[src/hw/ascii_pkg.sv]
// ASCII characters and hex helpers
package ascii_pkg;

  typedef logic [7:0] char_t;                 // one transfer character

  // ********************************************************************
  // framing control characters
  // ********************************************************************
  localparam char_t c_soh = 8'h01;            // start of header
  localparam char_t c_sot = 8'h02;            // start of text
  localparam char_t c_eot = 8'h03;            // end of header
  localparam char_t c_eof = 8'h04;            // end of file
  localparam char_t c_cr  = 8'h0d;
  localparam char_t c_lf  = 8'h0a;

  // names sent in front of each dumped file, first character in the top byte
  localparam logic [39:0] out_name_dc = "Test1";
  localparam logic [39:0] out_name_ic = "Test2";

  // ********************************************************************
  // hex conversion
  // ********************************************************************

  // bit 4 is the valid flag, bits 3:0 the digit value
  function automatic logic [4:0] hex_to_nibble(input char_t c);
    logic [4:0] res;
    res = 5'b0_0000;                          // not a hex digit
    if (c >= "0" && c <= "9") begin
      res = {1'b1, c[3:0]};
    end else if ((c >= "A" && c <= "F") || (c >= "a" && c <= "f")) begin
      res = {1'b1, c[3:0] + 4'd9};            // low bits 1..6 map to 10..15
    end
    return res;
  endfunction

  // upper case digit for a nibble
  function automatic char_t nibble_to_hex(input logic [3:0] n);
    char_t ch;
    if (n <= 4'd9) begin
      ch = 8'h30 + {4'd0, n};                 // '0'..'9'
    end else begin
      ch = 8'h37 + {4'd0, n};                 // 'A'..'F'
    end
    return ch;
  endfunction

endpackage

[src/hw/loader_pkg.sv]
// loader types and sizes
package loader_pkg;

  // sizes of the two caches
  localparam int max_rows   = 64;             // upper bound for NUM_ROWS
  localparam int dc_nibbles = 8;              // hex digits per DC row
  localparam int ic_nibbles = 32;             // hex digits per IC row

  typedef logic [3:0]   nibble_t;             // one hex digit
  typedef logic [31:0]  dc_row_t;             // data cache row
  typedef logic [127:0] ic_row_t;             // instruction cache row, also the shared write bus

  // one bit more than 0..63 so NUM_ROWS itself fits as end marker
  typedef logic [6:0]   row_addr_t;

  typedef logic [4:0]   nib_idx_t;            // digit position inside a row

  // file id as carried in the frame, '0' or '1'
  typedef enum logic {
    file_dc,
    file_ic
  } file_id_t;

endpackage

[src/hw/frame_parser.sv]
// input frame parser
`timescale 1ns/1ns

module frame_parser (
  input  logic                 clk_sys,
  input  logic                 rst_clk,
  input  ascii_pkg::char_t     char_in,    // show-ahead data
  input  logic                 char_rdy,   // char_in valid
  input  logic                 dump_busy,  // input is held while dumping
  input  logic                 file_done,  // last row of the file seen
  output logic                 char_pop,
  output logic                 nib_valid,
  output loader_pkg::nibble_t  nib_value,
  output loader_pkg::file_id_t nib_file
);

  import ascii_pkg::*;
  import loader_pkg::*;

  typedef enum logic [1:0] {
    idle,                                   // look for SOH
    get_id,                                 // next char is the file id
    wait_sot,                               // skip until SOT
    data                                    // hex digits of the file
  } state_t;

  state_t     state;
  logic [4:0] hex_res;                      // {valid, value}

  // a character is taken whenever one is offered and no dump runs
  assign char_pop = char_rdy && !dump_busy;

  assign hex_res = hex_to_nibble(char_in);

  // ********************************************************************
  // framing FSM
  // ********************************************************************
  always_ff @(posedge clk_sys) begin
    if (rst_clk) begin
      state     <= idle;
      nib_valid <= 1'b0;
      nib_file  <= file_dc;
    end else begin
      nib_valid <= 1'b0;                    // single cycle strobe
      case (state)
        idle: begin
          if (char_pop && char_in == c_soh) state <= get_id;
        end
        get_id: begin
          if (char_pop) begin
            if (char_in == "0") begin
              nib_file <= file_dc;
              state    <= wait_sot;
            end else if (char_in == "1") begin
              nib_file <= file_ic;
              state    <= wait_sot;
            end else begin
              state    <= idle;             // unknown id, drop the frame
            end
          end
        end
        wait_sot: begin
          if (char_pop && char_in == c_sot) state <= data;
        end
        data: begin
          // file_done flags the last digit in flight, so the char taken now
          // already belongs to whatever follows the file
          if (file_done) begin
            state <= (char_pop && char_in == c_soh) ? get_id : idle;
          end else if (char_pop && hex_res[4]) begin
            nib_valid <= 1'b1;              // CR, LF and junk fall through
          end
        end
        default: state <= idle;
      endcase
    end
  end

  // digit value rides along with nib_valid
  always_ff @(posedge clk_sys) begin
    if (char_pop) nib_value <= hex_res[3:0];
  end

  // digits only leave the parser while it sits inside a file body
  a_nib_only_in_data: assert property (
    @(posedge clk_sys) disable iff (rst_clk)
    nib_valid |-> state == data
  );

endmodule

[src/hw/row_assembler.sv]
// row packing and RAM write
`timescale 1ns/1ns

module row_assembler #(
  parameter int NUM_ROWS = loader_pkg::max_rows
) (
  input  logic                  clk_sys,
  input  logic                  rst_clk,
  input  logic                  nib_valid,
  input  loader_pkg::nibble_t   nib_value,
  input  loader_pkg::file_id_t  nib_file,
  input  logic                  dump_done,  // clears the loaded flags
  output logic                  dc_we,
  output logic                  ic_we,
  output loader_pkg::row_addr_t wr_addr,
  output loader_pkg::ic_row_t   row_data,   // DC takes the low 32 bits
  output logic                  file_done,
  output logic                  all_loaded
);

  import loader_pkg::*;

  localparam nib_idx_t  dc_last  = nib_idx_t'(dc_nibbles - 1);
  localparam nib_idx_t  ic_last  = nib_idx_t'(ic_nibbles - 1);
  localparam row_addr_t last_row = row_addr_t'(NUM_ROWS - 1);

  ic_row_t   row_q;                         // digits shift in at the bottom
  nib_idx_t  nib_cnt;                       // digits collected in this row
  row_addr_t row_cnt;                       // row being filled
  logic      dc_loaded;
  logic      ic_loaded;
  logic      row_end;                       // this digit closes a row
  logic      row_is_last;

  // row length depends on which file is coming in
  assign row_end     = nib_valid && (nib_cnt == ((nib_file == file_dc) ? dc_last : ic_last));
  assign row_is_last = (row_cnt == last_row);
  assign file_done   = row_end && row_is_last;  // parser may leave the body now

  assign row_data   = row_q;
  assign all_loaded = dc_loaded && ic_loaded;

  // ********************************************************************
  // row register and write address
  // ********************************************************************

  // shifting left leaves the first digit on top, both for 8 and 32 digits
  always_ff @(posedge clk_sys) begin
    if (nib_valid) row_q <= {row_q[$bits(ic_row_t) - 5:0], nib_value};
  end

  always_ff @(posedge clk_sys) begin
    if (row_end) wr_addr <= row_cnt;        // lines up with the write pulse
  end

  // ********************************************************************
  // counters, write pulses, loaded flags
  // ********************************************************************
  always_ff @(posedge clk_sys) begin
    if (rst_clk) begin
      dc_we     <= 1'b0;
      ic_we     <= 1'b0;
      nib_cnt   <= '0;
      row_cnt   <= '0;
      dc_loaded <= 1'b0;
      ic_loaded <= 1'b0;
    end else begin
      // one pulse per row, to the RAM of the current file
      dc_we <= row_end && (nib_file == file_dc);
      ic_we <= row_end && (nib_file == file_ic);

      if (nib_valid) begin
        nib_cnt <= row_end ? '0 : nib_cnt + 5'd1;
      end
      if (row_end) begin
        row_cnt <= row_is_last ? '0 : row_cnt + 7'd1;  // ready for the next file
      end

      if (dump_done) begin
        dc_loaded <= 1'b0;                  // files must be sent again
        ic_loaded <= 1'b0;
      end
      if (file_done) begin
        if (nib_file == file_dc) dc_loaded <= 1'b1;
        else ic_loaded <= 1'b1;
      end
    end
  end

  // the two RAMs share wr_addr and row_data
  a_one_write_port: assert property (
    @(posedge clk_sys) disable iff (rst_clk)
    !(dc_we && ic_we)
  );

endmodule

[src/hw/dump_sequencer.sv]
// cache dump sequencer
`timescale 1ns/1ns

module dump_sequencer #(
  parameter int NUM_ROWS = loader_pkg::max_rows
) (
  input  logic                  clk_sys,
  input  logic                  rst_clk,
  input  logic                  start_dump,
  input  logic                  all_loaded,
  input  logic                  out_full,   // output stream back-pressure
  input  loader_pkg::dc_row_t   dc_dout,    // one cycle after dc_rd_addr
  input  loader_pkg::ic_row_t   ic_dout,    // one cycle after ic_rd_addr
  output loader_pkg::row_addr_t dc_rd_addr,
  output loader_pkg::row_addr_t ic_rd_addr,
  output ascii_pkg::char_t      char_out,
  output logic                  char_we,
  output logic                  dump_busy,
  output logic                  dump_done
);

  import ascii_pkg::*;
  import loader_pkg::*;

  typedef enum logic [2:0] {
    idle,
    header,                                 // SOH, name, EOT, SOT
    fetch,                                  // covers the RAM read latency
    row_chars,                              // hex digits of one row
    line_end,                               // CR then LF
    eof_char,
    done                                    // one cycle, dump_done
  } state_t;

  localparam row_addr_t end_addr = row_addr_t'(NUM_ROWS);  // one past the last row
  localparam nib_idx_t  dc_last  = nib_idx_t'(dc_nibbles - 1);
  localparam nib_idx_t  ic_last  = nib_idx_t'(ic_nibbles - 1);

  state_t      state;
  file_id_t    cur_file;                    // file being sent
  logic [2:0]  hdr_idx;                     // position in the 8 char header
  nib_idx_t    nib_idx;                     // digit position in the row
  logic        lf_phase;                    // 0 = CR pending, 1 = LF pending
  row_addr_t   cur_addr;
  row_addr_t   next_addr;
  ic_row_t     cur_row;                     // RAM word, left aligned
  logic [39:0] cur_name;
  nibble_t     cur_nib;
  logic        nib_last;
  logic        emit;                        // a character is presented

  // ********************************************************************
  // selection by file
  // ********************************************************************
  assign cur_addr  = (cur_file == file_dc) ? dc_rd_addr : ic_rd_addr;
  assign next_addr = cur_addr + 7'd1;
  assign cur_name  = (cur_file == file_dc) ? out_name_dc : out_name_ic;
  assign nib_last  = (nib_idx == ((cur_file == file_dc) ? dc_last : ic_last));

  // DC row moved to the top so both files are read from the MSB down
  assign cur_row = (cur_file == file_dc) ?
                   {dc_dout, {($bits(ic_row_t) - $bits(dc_row_t)){1'b0}}} : ic_dout;
  assign cur_nib = cur_row[$bits(ic_row_t) - 1 - 4 * nib_idx -: 4];

  // ********************************************************************
  // output character
  // ********************************************************************
  always_comb begin
    emit     = 1'b1;
    char_out = c_eof;
    case (state)
      header: begin
        case (hdr_idx)
          3'd0:    char_out = c_soh;
          3'd6:    char_out = c_eot;
          3'd7:    char_out = c_sot;
          default: char_out = cur_name[8 * (6 - int'(hdr_idx)) - 1 -: 8];  // name, top byte first
        endcase
      end
      row_chars: char_out = nibble_to_hex(cur_nib);
      line_end:  char_out = lf_phase ? c_lf : c_cr;
      eof_char:  char_out = c_eof;
      default:   emit = 1'b0;               // idle, fetch, done
    endcase
  end

  assign char_we   = emit && !out_full;     // a write is also the advance
  assign dump_busy = (state != idle) && (state != done);
  assign dump_done = (state == done);

  // ********************************************************************
  // sequencing FSM
  // ********************************************************************
  always_ff @(posedge clk_sys) begin
    if (rst_clk) begin
      state      <= idle;
      cur_file   <= file_dc;
      hdr_idx    <= '0;
      nib_idx    <= '0;
      lf_phase   <= 1'b0;
      dc_rd_addr <= '0;
      ic_rd_addr <= '0;
    end else begin
      case (state)
        idle: begin
          if (start_dump && all_loaded) begin  // otherwise the start is dropped
            state      <= header;
            cur_file   <= file_dc;
            hdr_idx    <= '0;
            dc_rd_addr <= '0;
            ic_rd_addr <= '0;
          end
        end
        header: begin
          if (char_we) begin
            hdr_idx <= hdr_idx + 3'd1;      // wraps to 0 after SOT
            if (hdr_idx == 3'd7) state <= fetch;
          end
        end
        fetch: begin
          nib_idx <= '0;
          state   <= row_chars;             // RAM word valid from here on
        end
        row_chars: begin
          if (char_we) begin
            if (nib_last) begin
              nib_idx  <= '0;
              lf_phase <= 1'b0;
              state    <= line_end;
            end else begin
              nib_idx <= nib_idx + 5'd1;
            end
          end
        end
        line_end: begin
          if (char_we) begin
            if (!lf_phase) begin
              lf_phase <= 1'b1;
            end else begin
              lf_phase <= 1'b0;
              // address moves only after LF so the row holds during stalls
              if (cur_file == file_dc) dc_rd_addr <= next_addr;
              else ic_rd_addr <= next_addr;
              state <= (next_addr == end_addr) ? eof_char : fetch;
            end
          end
        end
        eof_char: begin
          if (char_we) begin
            if (cur_file == file_dc) begin
              cur_file <= file_ic;          // IC follows with its own header
              state    <= header;
            end else begin
              state <= done;
            end
          end
        end
        done:    state <= idle;
        default: state <= idle;
      endcase
    end
  end

  a_no_write_when_full: assert property (
    @(posedge clk_sys) disable iff (rst_clk)
    out_full |-> !char_we
  );

  // a stalled character stays put, which also needs the RAM to hold its word
  a_hold_on_stall: assert property (
    @(posedge clk_sys) disable iff (rst_clk)
    (emit && out_full) |=> (emit && $stable(char_out))
  );

endmodule

[src/hw/file_loader_top.sv]
// host file loader top level
`timescale 1ns/1ns

module file_loader_top #(
  parameter int NUM_ROWS = loader_pkg::max_rows  // rows per file, 64 at most
) (
  input  logic                  clk_sys,
  input  logic                  rst_clk,
  // character input, show-ahead
  input  ascii_pkg::char_t      char_in,
  input  logic                  char_rdy,
  output logic                  char_pop,
  // RAM write side
  output logic                  dc_we,
  output logic                  ic_we,
  output loader_pkg::row_addr_t wr_addr,
  output loader_pkg::ic_row_t   row_data,
  // RAM read side
  output loader_pkg::row_addr_t dc_rd_addr,
  output loader_pkg::row_addr_t ic_rd_addr,
  input  loader_pkg::dc_row_t   dc_dout,
  input  loader_pkg::ic_row_t   ic_dout,
  // dump control and character output
  input  logic                  start_dump,
  input  logic                  out_full,
  output ascii_pkg::char_t      char_out,
  output logic                  char_we,
  output logic                  dump_done,
  output logic                  all_loaded
);

  import loader_pkg::*;

  logic     dump_busy;                      // input side waits during a dump
  logic     file_done;
  logic     nib_valid;
  nibble_t  nib_value;
  file_id_t nib_file;

  frame_parser u_frame_parser (
    .clk_sys   (clk_sys),
    .rst_clk   (rst_clk),
    .char_in   (char_in),
    .char_rdy  (char_rdy),
    .dump_busy (dump_busy),
    .file_done (file_done),
    .char_pop  (char_pop),
    .nib_valid (nib_valid),
    .nib_value (nib_value),
    .nib_file  (nib_file)
  );

  row_assembler #(
    .NUM_ROWS (NUM_ROWS)
  ) u_row_assembler (
    .clk_sys    (clk_sys),
    .rst_clk    (rst_clk),
    .nib_valid  (nib_valid),
    .nib_value  (nib_value),
    .nib_file   (nib_file),
    .dump_done  (dump_done),
    .dc_we      (dc_we),
    .ic_we      (ic_we),
    .wr_addr    (wr_addr),
    .row_data   (row_data),
    .file_done  (file_done),
    .all_loaded (all_loaded)
  );

  dump_sequencer #(
    .NUM_ROWS (NUM_ROWS)
  ) u_dump_sequencer (
    .clk_sys    (clk_sys),
    .rst_clk    (rst_clk),
    .start_dump (start_dump),
    .all_loaded (all_loaded),
    .out_full   (out_full),
    .dc_dout    (dc_dout),
    .ic_dout    (ic_dout),
    .dc_rd_addr (dc_rd_addr),
    .ic_rd_addr (ic_rd_addr),
    .char_out   (char_out),
    .char_we    (char_we),
    .dump_busy  (dump_busy),
    .dump_done  (dump_done)
  );

endmodule

[config.mk]
export PLATFORM = sky130hd
export DESIGN_NAME = file_loader_top
export DESIGN_NICKNAME = d
export VERILOG_FILES = /design/src/hw/ascii_pkg.sv /design/src/hw/loader_pkg.sv /design/src/hw/frame_parser.sv /design/src/hw/row_assembler.sv /design/src/hw/dump_sequencer.sv /design/src/hw/file_loader_top.sv
export SDC_FILE = /design/constraint.sdc
export NUM_CORES = 1
export LEC_CHECK = 0
export CORE_MARGIN = 1
export CORE_UTILIZATION = 40
export DETAILED_ROUTE_END_ITERATION = 7
export DONT_BUFFER_PORTS = 1
export MAX_ROUTING_LAYER = met4
export PLACE_DENSITY_LB_ADDON = 0.25
export RECOVER_POWER = 25
export SYNTH_ARGS = -nofsm -noshare
export SYNTH_HDL_FRONTEND = slang
export SYNTH_SLANG_ARGS = --single-unit
[constraint.sdc]
create_clock -name clk_sys -period 4.5 [get_ports clk_sys]
set_input_delay 0.45 -clock clk_sys [delete_from_list [all_inputs] [get_ports clk_sys]]
set_output_delay 0.45 -clock clk_sys [all_outputs]
set_load 0.005 [all_outputs]
; After elaboration in Yosys (flattened, before gate mapping)
; Cells that the tools add are included.
[totals]
ff_bits = 186
inputBits = 173
output_inout_bits = 163
[classes]
n_addsub = 11
shifts = 2
n_mux = 65
order_cmp = 7
n_eq_ne = 34
n_reduce_logical = 39
bitwise_logic = 2
[ops]
columns = operator, n
row1 = 131-bit by 33-bit indexed part select with 4-bit output, 1
row2 = 128-bit two-way mux, 1
row3 = 7-bit two-way mux, 9
row4 = 8-bit one-hot mux with 3 select lines, 2
row5 = 47-bit by 32-bit indexed part select with 8-bit output, 1
row6 = 3-bit two-way mux, 13
row7 = 5-bit two-way mux, 7
row8 = "32-bit by 2-bit subtractor with 32-bit output, second input constant", 1
row9 = 7-bit one-hot mux with 2 select lines, 2
row10 = 3-bit one-hot mux with 6 select lines, 1
row11 = 1-bit two-way mux, 17
row12 = "8-bit by 6-bit equality test with 1-bit output, second input constant", 2
row13 = "8-bit by 7-bit greater-or-equal comparator with 1-bit output, second input constant", 2
row14 = "8-bit by 7-bit <= comparator with 1-bit output, second input constant", 2
row15 = "2-bit by 1-bit != test with 1-bit output, second input constant", 8
row16 = "3-bit equality test, second input constant", 5
row17 = 1-bit logical AND, 15
row18 = "6-bit by 4-bit adder with 7-bit output, first input constant", 2
row19 = "7-bit by 1-bit adder with 7-bit output, second input constant", 2
row20 = 2-bit two-way mux, 7
row21 = "2-bit != test, second input constant", 6
row22 = 2-bit nonzero test, 6
row23 = "5-bit by 1-bit adder with 5-bit output, second input constant", 2
row24 = 5-bit equality test, 2
row25 = other kinds (34), 44

; Depth between registers and ports, before layout
[logic_depth]
word_depth = 8
depth_mapped = 14
depth_no_buf = 11

; By module
; Synthesis repeated with hierarchy kept, for this count alone.
[unflattened]
hier_cells = 633
hier_area_um2 = 8704.6
[by_module_without_submodules]
columns = mod, area_per_inst_um2, cells_each, instances
row1 = row_assembler, 4793.3, 212, 1
row2 = dump_sequencer, 3365.7, 366, 1
row3 = frame_parser, 545.5, 55, 1

; Worst setup path before layout
; OpenSTA, ideal clock, no wires.
[synth_timing]
path_kind = flip-flop to flip-flop
from = register u_frame_parser.nib_valid
to = register u_frame_parser.state[0]
synth_period_minus_slack_ns = 4.655
path_stages_with_launch = 6
slack_ns = -0.155
t_required_ns = 4.366
arrival_ns = 4.521
path_cell_list = dfxtp_1 o2111ai_1 nor3_1 o211ai_1 o21ai_0 a211oi_1
[synth_between]
elab_chain_len = 4
[synth_rtl]
columns = item, line_no
row1 = start: declaration, frame_parser.sv:12  ; output logic nib_valid,
row2 = start signal: assignment, frame_parser.sv:41  ; nib_valid <= 1'b0;
row3 = start signal: assignment, frame_parser.sv:44  ; nib_valid <= 1'b0;
row4 = start signal: assignment, frame_parser.sv:71  ; nib_valid <= 1'b1;
row5 = 1-bit logical AND, row_assembler.sv:36  ; assign row_end = nib_valid && (nib_cnt == ((nib_file == file_dc) ? dc_last : ic_last));
row6 = 1-bit logical AND, row_assembler.sv:38  ; assign file_done = row_end && row_is_last;
row7 = 2-bit != test (no source line), n/a
row8 = 4-bit AND reduction (no source line), n/a
row9 = end signal: assignment, frame_parser.sv:63  ; if (char_pop && char_in == c_sot) state <= data;
row10 = end signal: assignment, frame_parser.sv:69  ; state <= (char_pop && char_in == c_soh) ? get_id : idle;
row11 = end signal: assignment, frame_parser.sv:74  ; default: state <= idle;
row12 = end: declaration, frame_parser.sv:27  ; state_t state;
; Every way passes these cells.
; A chain may end at the register's enable or synchronous reset.

; Worst setup path in the final report
[layout_timing]
from = register u_dump_sequencer.nib_idx[0]
to = output port char_out[5]
[layout_between]
elab_chain_len = 5
[layout_rtl]
columns = item, line_no
row1 = start: declaration, dump_sequencer.sv:42  ; nib_idx_t nib_idx;
row2 = start signal: assignment, dump_sequencer.sv:131  ; nib_idx <= nib_idx + 5'd1;
row3 = 7-bit by 7-bit subtractor with 8-bit output (*), dump_sequencer.sv:63  ; assign cur_nib = cur_row[$bits(ic_row_t) - 1 - 4 * nib_idx -: 4];
row4 = 131-bit by 33-bit indexed part select with 4-bit output (*), dump_sequencer.sv:63
row5 = 6-bit by 4-bit adder with 7-bit output (tied with other cells), ascii_pkg.sv:42  ; ch = 8'h37 + {4'd0, n};
row6 = 8-bit two-way mux (*), ascii_pkg.sv:39  ; if (n <= 4'd9) begin
row7 = 8-bit one-hot mux with 3 select lines (*), dump_sequencer.sv:71  ; case (state)
row8 = end: declaration, file_loader_top.sv:26  ; output ascii_pkg::char_t char_out,
; Mark *: on every way between the ends. The rest lies on a longest branch, timed or not.

==> key figures <==
Power and ir drop
  • Pwr/cell area: 365 nW/um^2
  • Flop pwr share: 53.2%
  • Leak: 3.03 nW
  • Clock power share: 43.5%
  • Combinational Power Share: 3.3%
  • Switch share: 22.2%
  • Internal Dissipation: 2.67 mW
  • Peak supply drop: 0.226 mV
  • Final Power: 3.44 mW
  • Sw Pwr: 0.763 mW

Clock network
  • Num Clock Sinks: 186
  • Post-CTS Setup Bufs: 0
  • CTS tree: done
  • Insertion delay to the later sink of the worst-skew pair: 0.43 ns
  • Number of gates resized after CTS: 0
  • Num CTS Buffers: 17
  • Clock transition at path regs: 0.08 ns
  • Clock Tree Buf Depth: 2
  • Clock root cell: clkbuf_16
  • Hold_buf cts: 0
  • CTS H-tree lvls: 4

Layout
  • Final #Nets: 818
  • Area grow syn2layout: 9.87%
  • Ratio of cells with drive above 1 in the final layout: 13.8%
  • Fin util: 44.9%
  • Final instance area: 9430 sq um
  • Layout Cells excl Fill: 931
  • Fillers: 1853

Die
  • IO Count: 336
  • Core Box Area: 21000 sq um
  • Die area: 22000 sq um
  • Vert. Die Dim: 148 um
  • # rows: 53
  • Starting Density: 40.8%
  • Die X: 148 um

Min path
  • Tightest Hold Check Type: input port to register

STA
  • Slew margin rel.: 37.6%
  • Setup Total Neg Slack: 0 ns
  • Hold Vio Cnt, Final: 0
  • Fin crit period: 3.99 ns
  • Count of pins over their slew limit: 0
  • Worst Clk Skew: 0.0125 ns
  • Slew @ Worst Pin: 0.929 ns
  • Unrepaired setup endpoints after global routing: no
  • Setup WS post-layout: 0.515 ns
  • Fmax: 251 MHz
  • Final Cycle Share: 88.6%
  • Final setup fails: 0
  • Hold Slack: 0.105 ns

Placement
  • I/O Buffers: 0
  • GP Congestion: 0.987
  • Placed Cells: 886
  • Place WS: 0.965 ns
  • DP HPWL: 16400 um
  • Dpl cell area: 8800 sq um

Global route
  • Total grt overflow: 0
  • M3 GR Usage: 9.54%
  • GRT Total Usage: 19.8%
  • Antenna violations before repair: 12
  • Met2 Use GR: 28.9%
  • Largest net degree at the start of global routing: 74
  • Vias in the first global route: 5083
  • GR peak layer: met2
  • Wire length of the first global-routing pass: 31700 um
  • GR Layer Usage met1: 24.5%

Worst setup path
  • Startpoint types: register
  • Worst-path maximum fanout: 23
  • WP data arrival: 3.54 ns
  • Worst path slowest cell: dfxtp_2
  • Critical Path RT: 4.05 ns
  • Critical Path Sink Type: primary output
  • Delay-heaviest family, CP: compound AO/OA/AOI/OAI gates
  • Buf+Inv Stages, Crit Path: 1
  • Max stage delay on crit path: 0.72 ns
  • Worst path cell trace: mux4_2 -> a22oi_1 -> nand3_1 -> o21ai_2 -> inv_1 -> ha_1 -> or2_2 -> a21bo_4 -> a31oi_1 -> o22ai_1
  • Crit path kind: register to primary output

Logic synthesis
  • Cells after Synth: 639
  • Mapped Area: 8580 sq um
  • Seq/Total Area, Yosys: 59.6%
  • EDFF count, synth: 139
  • Multiplexer share of the synthesized area: 14.6%
  • Mapped Nets: 827
  • Largest family of logic cells by synthesized area: multiplexers
  • Post-Synth XOR/XNOR Area: 1.43%
  • Cell accounting for the most synthesized area: edfxtp_1
  • Post-Synth Adder-Cell Area: 2.19%
  • #FFs+latches synth: 186
  • Count of cell types in the netlist: 67
  • Yosys warning count: 0
  • Synth async-reset ratio: 0%
  • Share of Yosys cell area claimed by the top area cell type: 48.6%
  • Largest cells by area after synthesis: edfxtp_1 (49%), dfxtp_1 (11%), mux4_2 (6.8%)
  • Ys flop type: edfxtp_1
  • Simple-gate share of the synthesized area: 11.7%
  • Synth Area in Compound Gates: 7.68%
  • Syn Area/Cell: 13.4 sq um

Route
  • Routed wire per std cell: 23.4 um
  • Residual DRC: 0
  • DRT iter0 DRCs: 325
  • First drt pass iteration count: 5
  • Antenna Nets Post-Route: 0
  • Detailed Route WL: 21800 um
  • Via Count: 5508
  • Vias per cell: 5.92

Job
  • Maxcap violations: 0

Status
  • Outcome: completed
==> cells in the mapped netlist (13+ instances only) <==
cell type  instances
a21oi_1           18
clkbuf_1          17
dfxtp_1           47
edfxtp_1         139
ha_1              15
inv_1             13
mux2i_1           29
mux4_2            26
nand2_1           33
nand3_1           21
nor2_1            67
nor3_1            25
o21ai_0           19
==> state kept, by name (all words and copies together) (netlist names), 3 cells and up, named ones only <==
name	count
u_frame_parser.nib_value	4
u_dump_sequencer.dc_rd_addr	7
u_row_assembler.row_data	128
u_row_assembler.nib_cnt	5
u_dump_sequencer.ic_rd_addr	7
u_dump_sequencer.state	3
u_dump_sequencer.hdr_idx	3
u_row_assembler.wr_addr	7
u_row_assembler.row_cnt	7
u_dump_sequencer.nib_idx	5
==> power groups by stage <==
| stage | Combinational, mW | Clock (mW) | Sequential (mW) |
|---|---|---|---|
| floorplan | 0.101 | 0 | 1.86 |
| global placement | 0.112 | 0 | 1.87 |
| detailed placement | 0.113 | 0 | 1.87 |
| CTS | 0.113 | 1.54 | 1.83 |
| global route | 0.123 | 1.60 | 1.83 |
| finish | 0.113 | 1.50 | 1.83 |
==> final timing paths <==
path / from / to / slack, ns / depth (start not counted)
max: u_dump_sequencer.nib_idx[0]$_SDFFE_PP0P_ / char_out[5] / 0.51 / 10
min: rst_clk / u_row_assembler.nib_cnt[0]$_SDFFE_PP0P_ / 0.11 / 1
max reg2reg: u_dump_sequencer.state[0]$_SDFFE_PP0P_ / u_dump_sequencer.state[2]$_SDFFE_PP0P_ / 1.86 / 7
min reg2reg: u_frame_parser.nib_value[2]$_DFFE_PP_ / u_row_assembler.row_data[2]$_DFFE_PP_ / 0.42 / 0
==> kinds of logic after synthesis <==
logic type / after synthesis
AOI/OAI and AO/OA: 97
xor gates and xnor gates: 14
adders and majority gates: 15
buffers and inverters: 48
DFF: 186
muxes: 75
other: 1
and+or+nand+nor: 203
==> final cells by class <==
class	count	area (sq um)	area share, %
Timing Repair Buffer	7	52.6	0.557
Clock inverter	15	176	1.87
Clock buffer	17	425	4.51
Multi-Input combinational cell	405	3230	34.2
Sequential cell	186	5120	54.3
Inverter	13	48.8	0.517
Antenna cell	13	32.5	0.345
Tap cell	275	344	3.65
==> layout by cell type (no fill, tap or decap), drive strengths merged, types with 17 or more instances in the layout <==
cell	count
nand3	21
inv	20
a21oi	19
clkbuf	17
nand2	34
dfxtp	47
edfxtp	139
nor2	67
mux4	36
nor3	26
mux2i	29
o21ai	22
==> routing by layer <==
| metal | vias up | part of all wire (%) |
|---|---|---|
| met5 | - | 0 |
| met4 | 0 | 1.2 |
| met2 | 252 | 46 |
| li1 | 2473 | - |
| met1 | 2758 | 42 |
| met3 | 25 | 10 |
No activity file was read; power rests on OpenSTA's default activity.
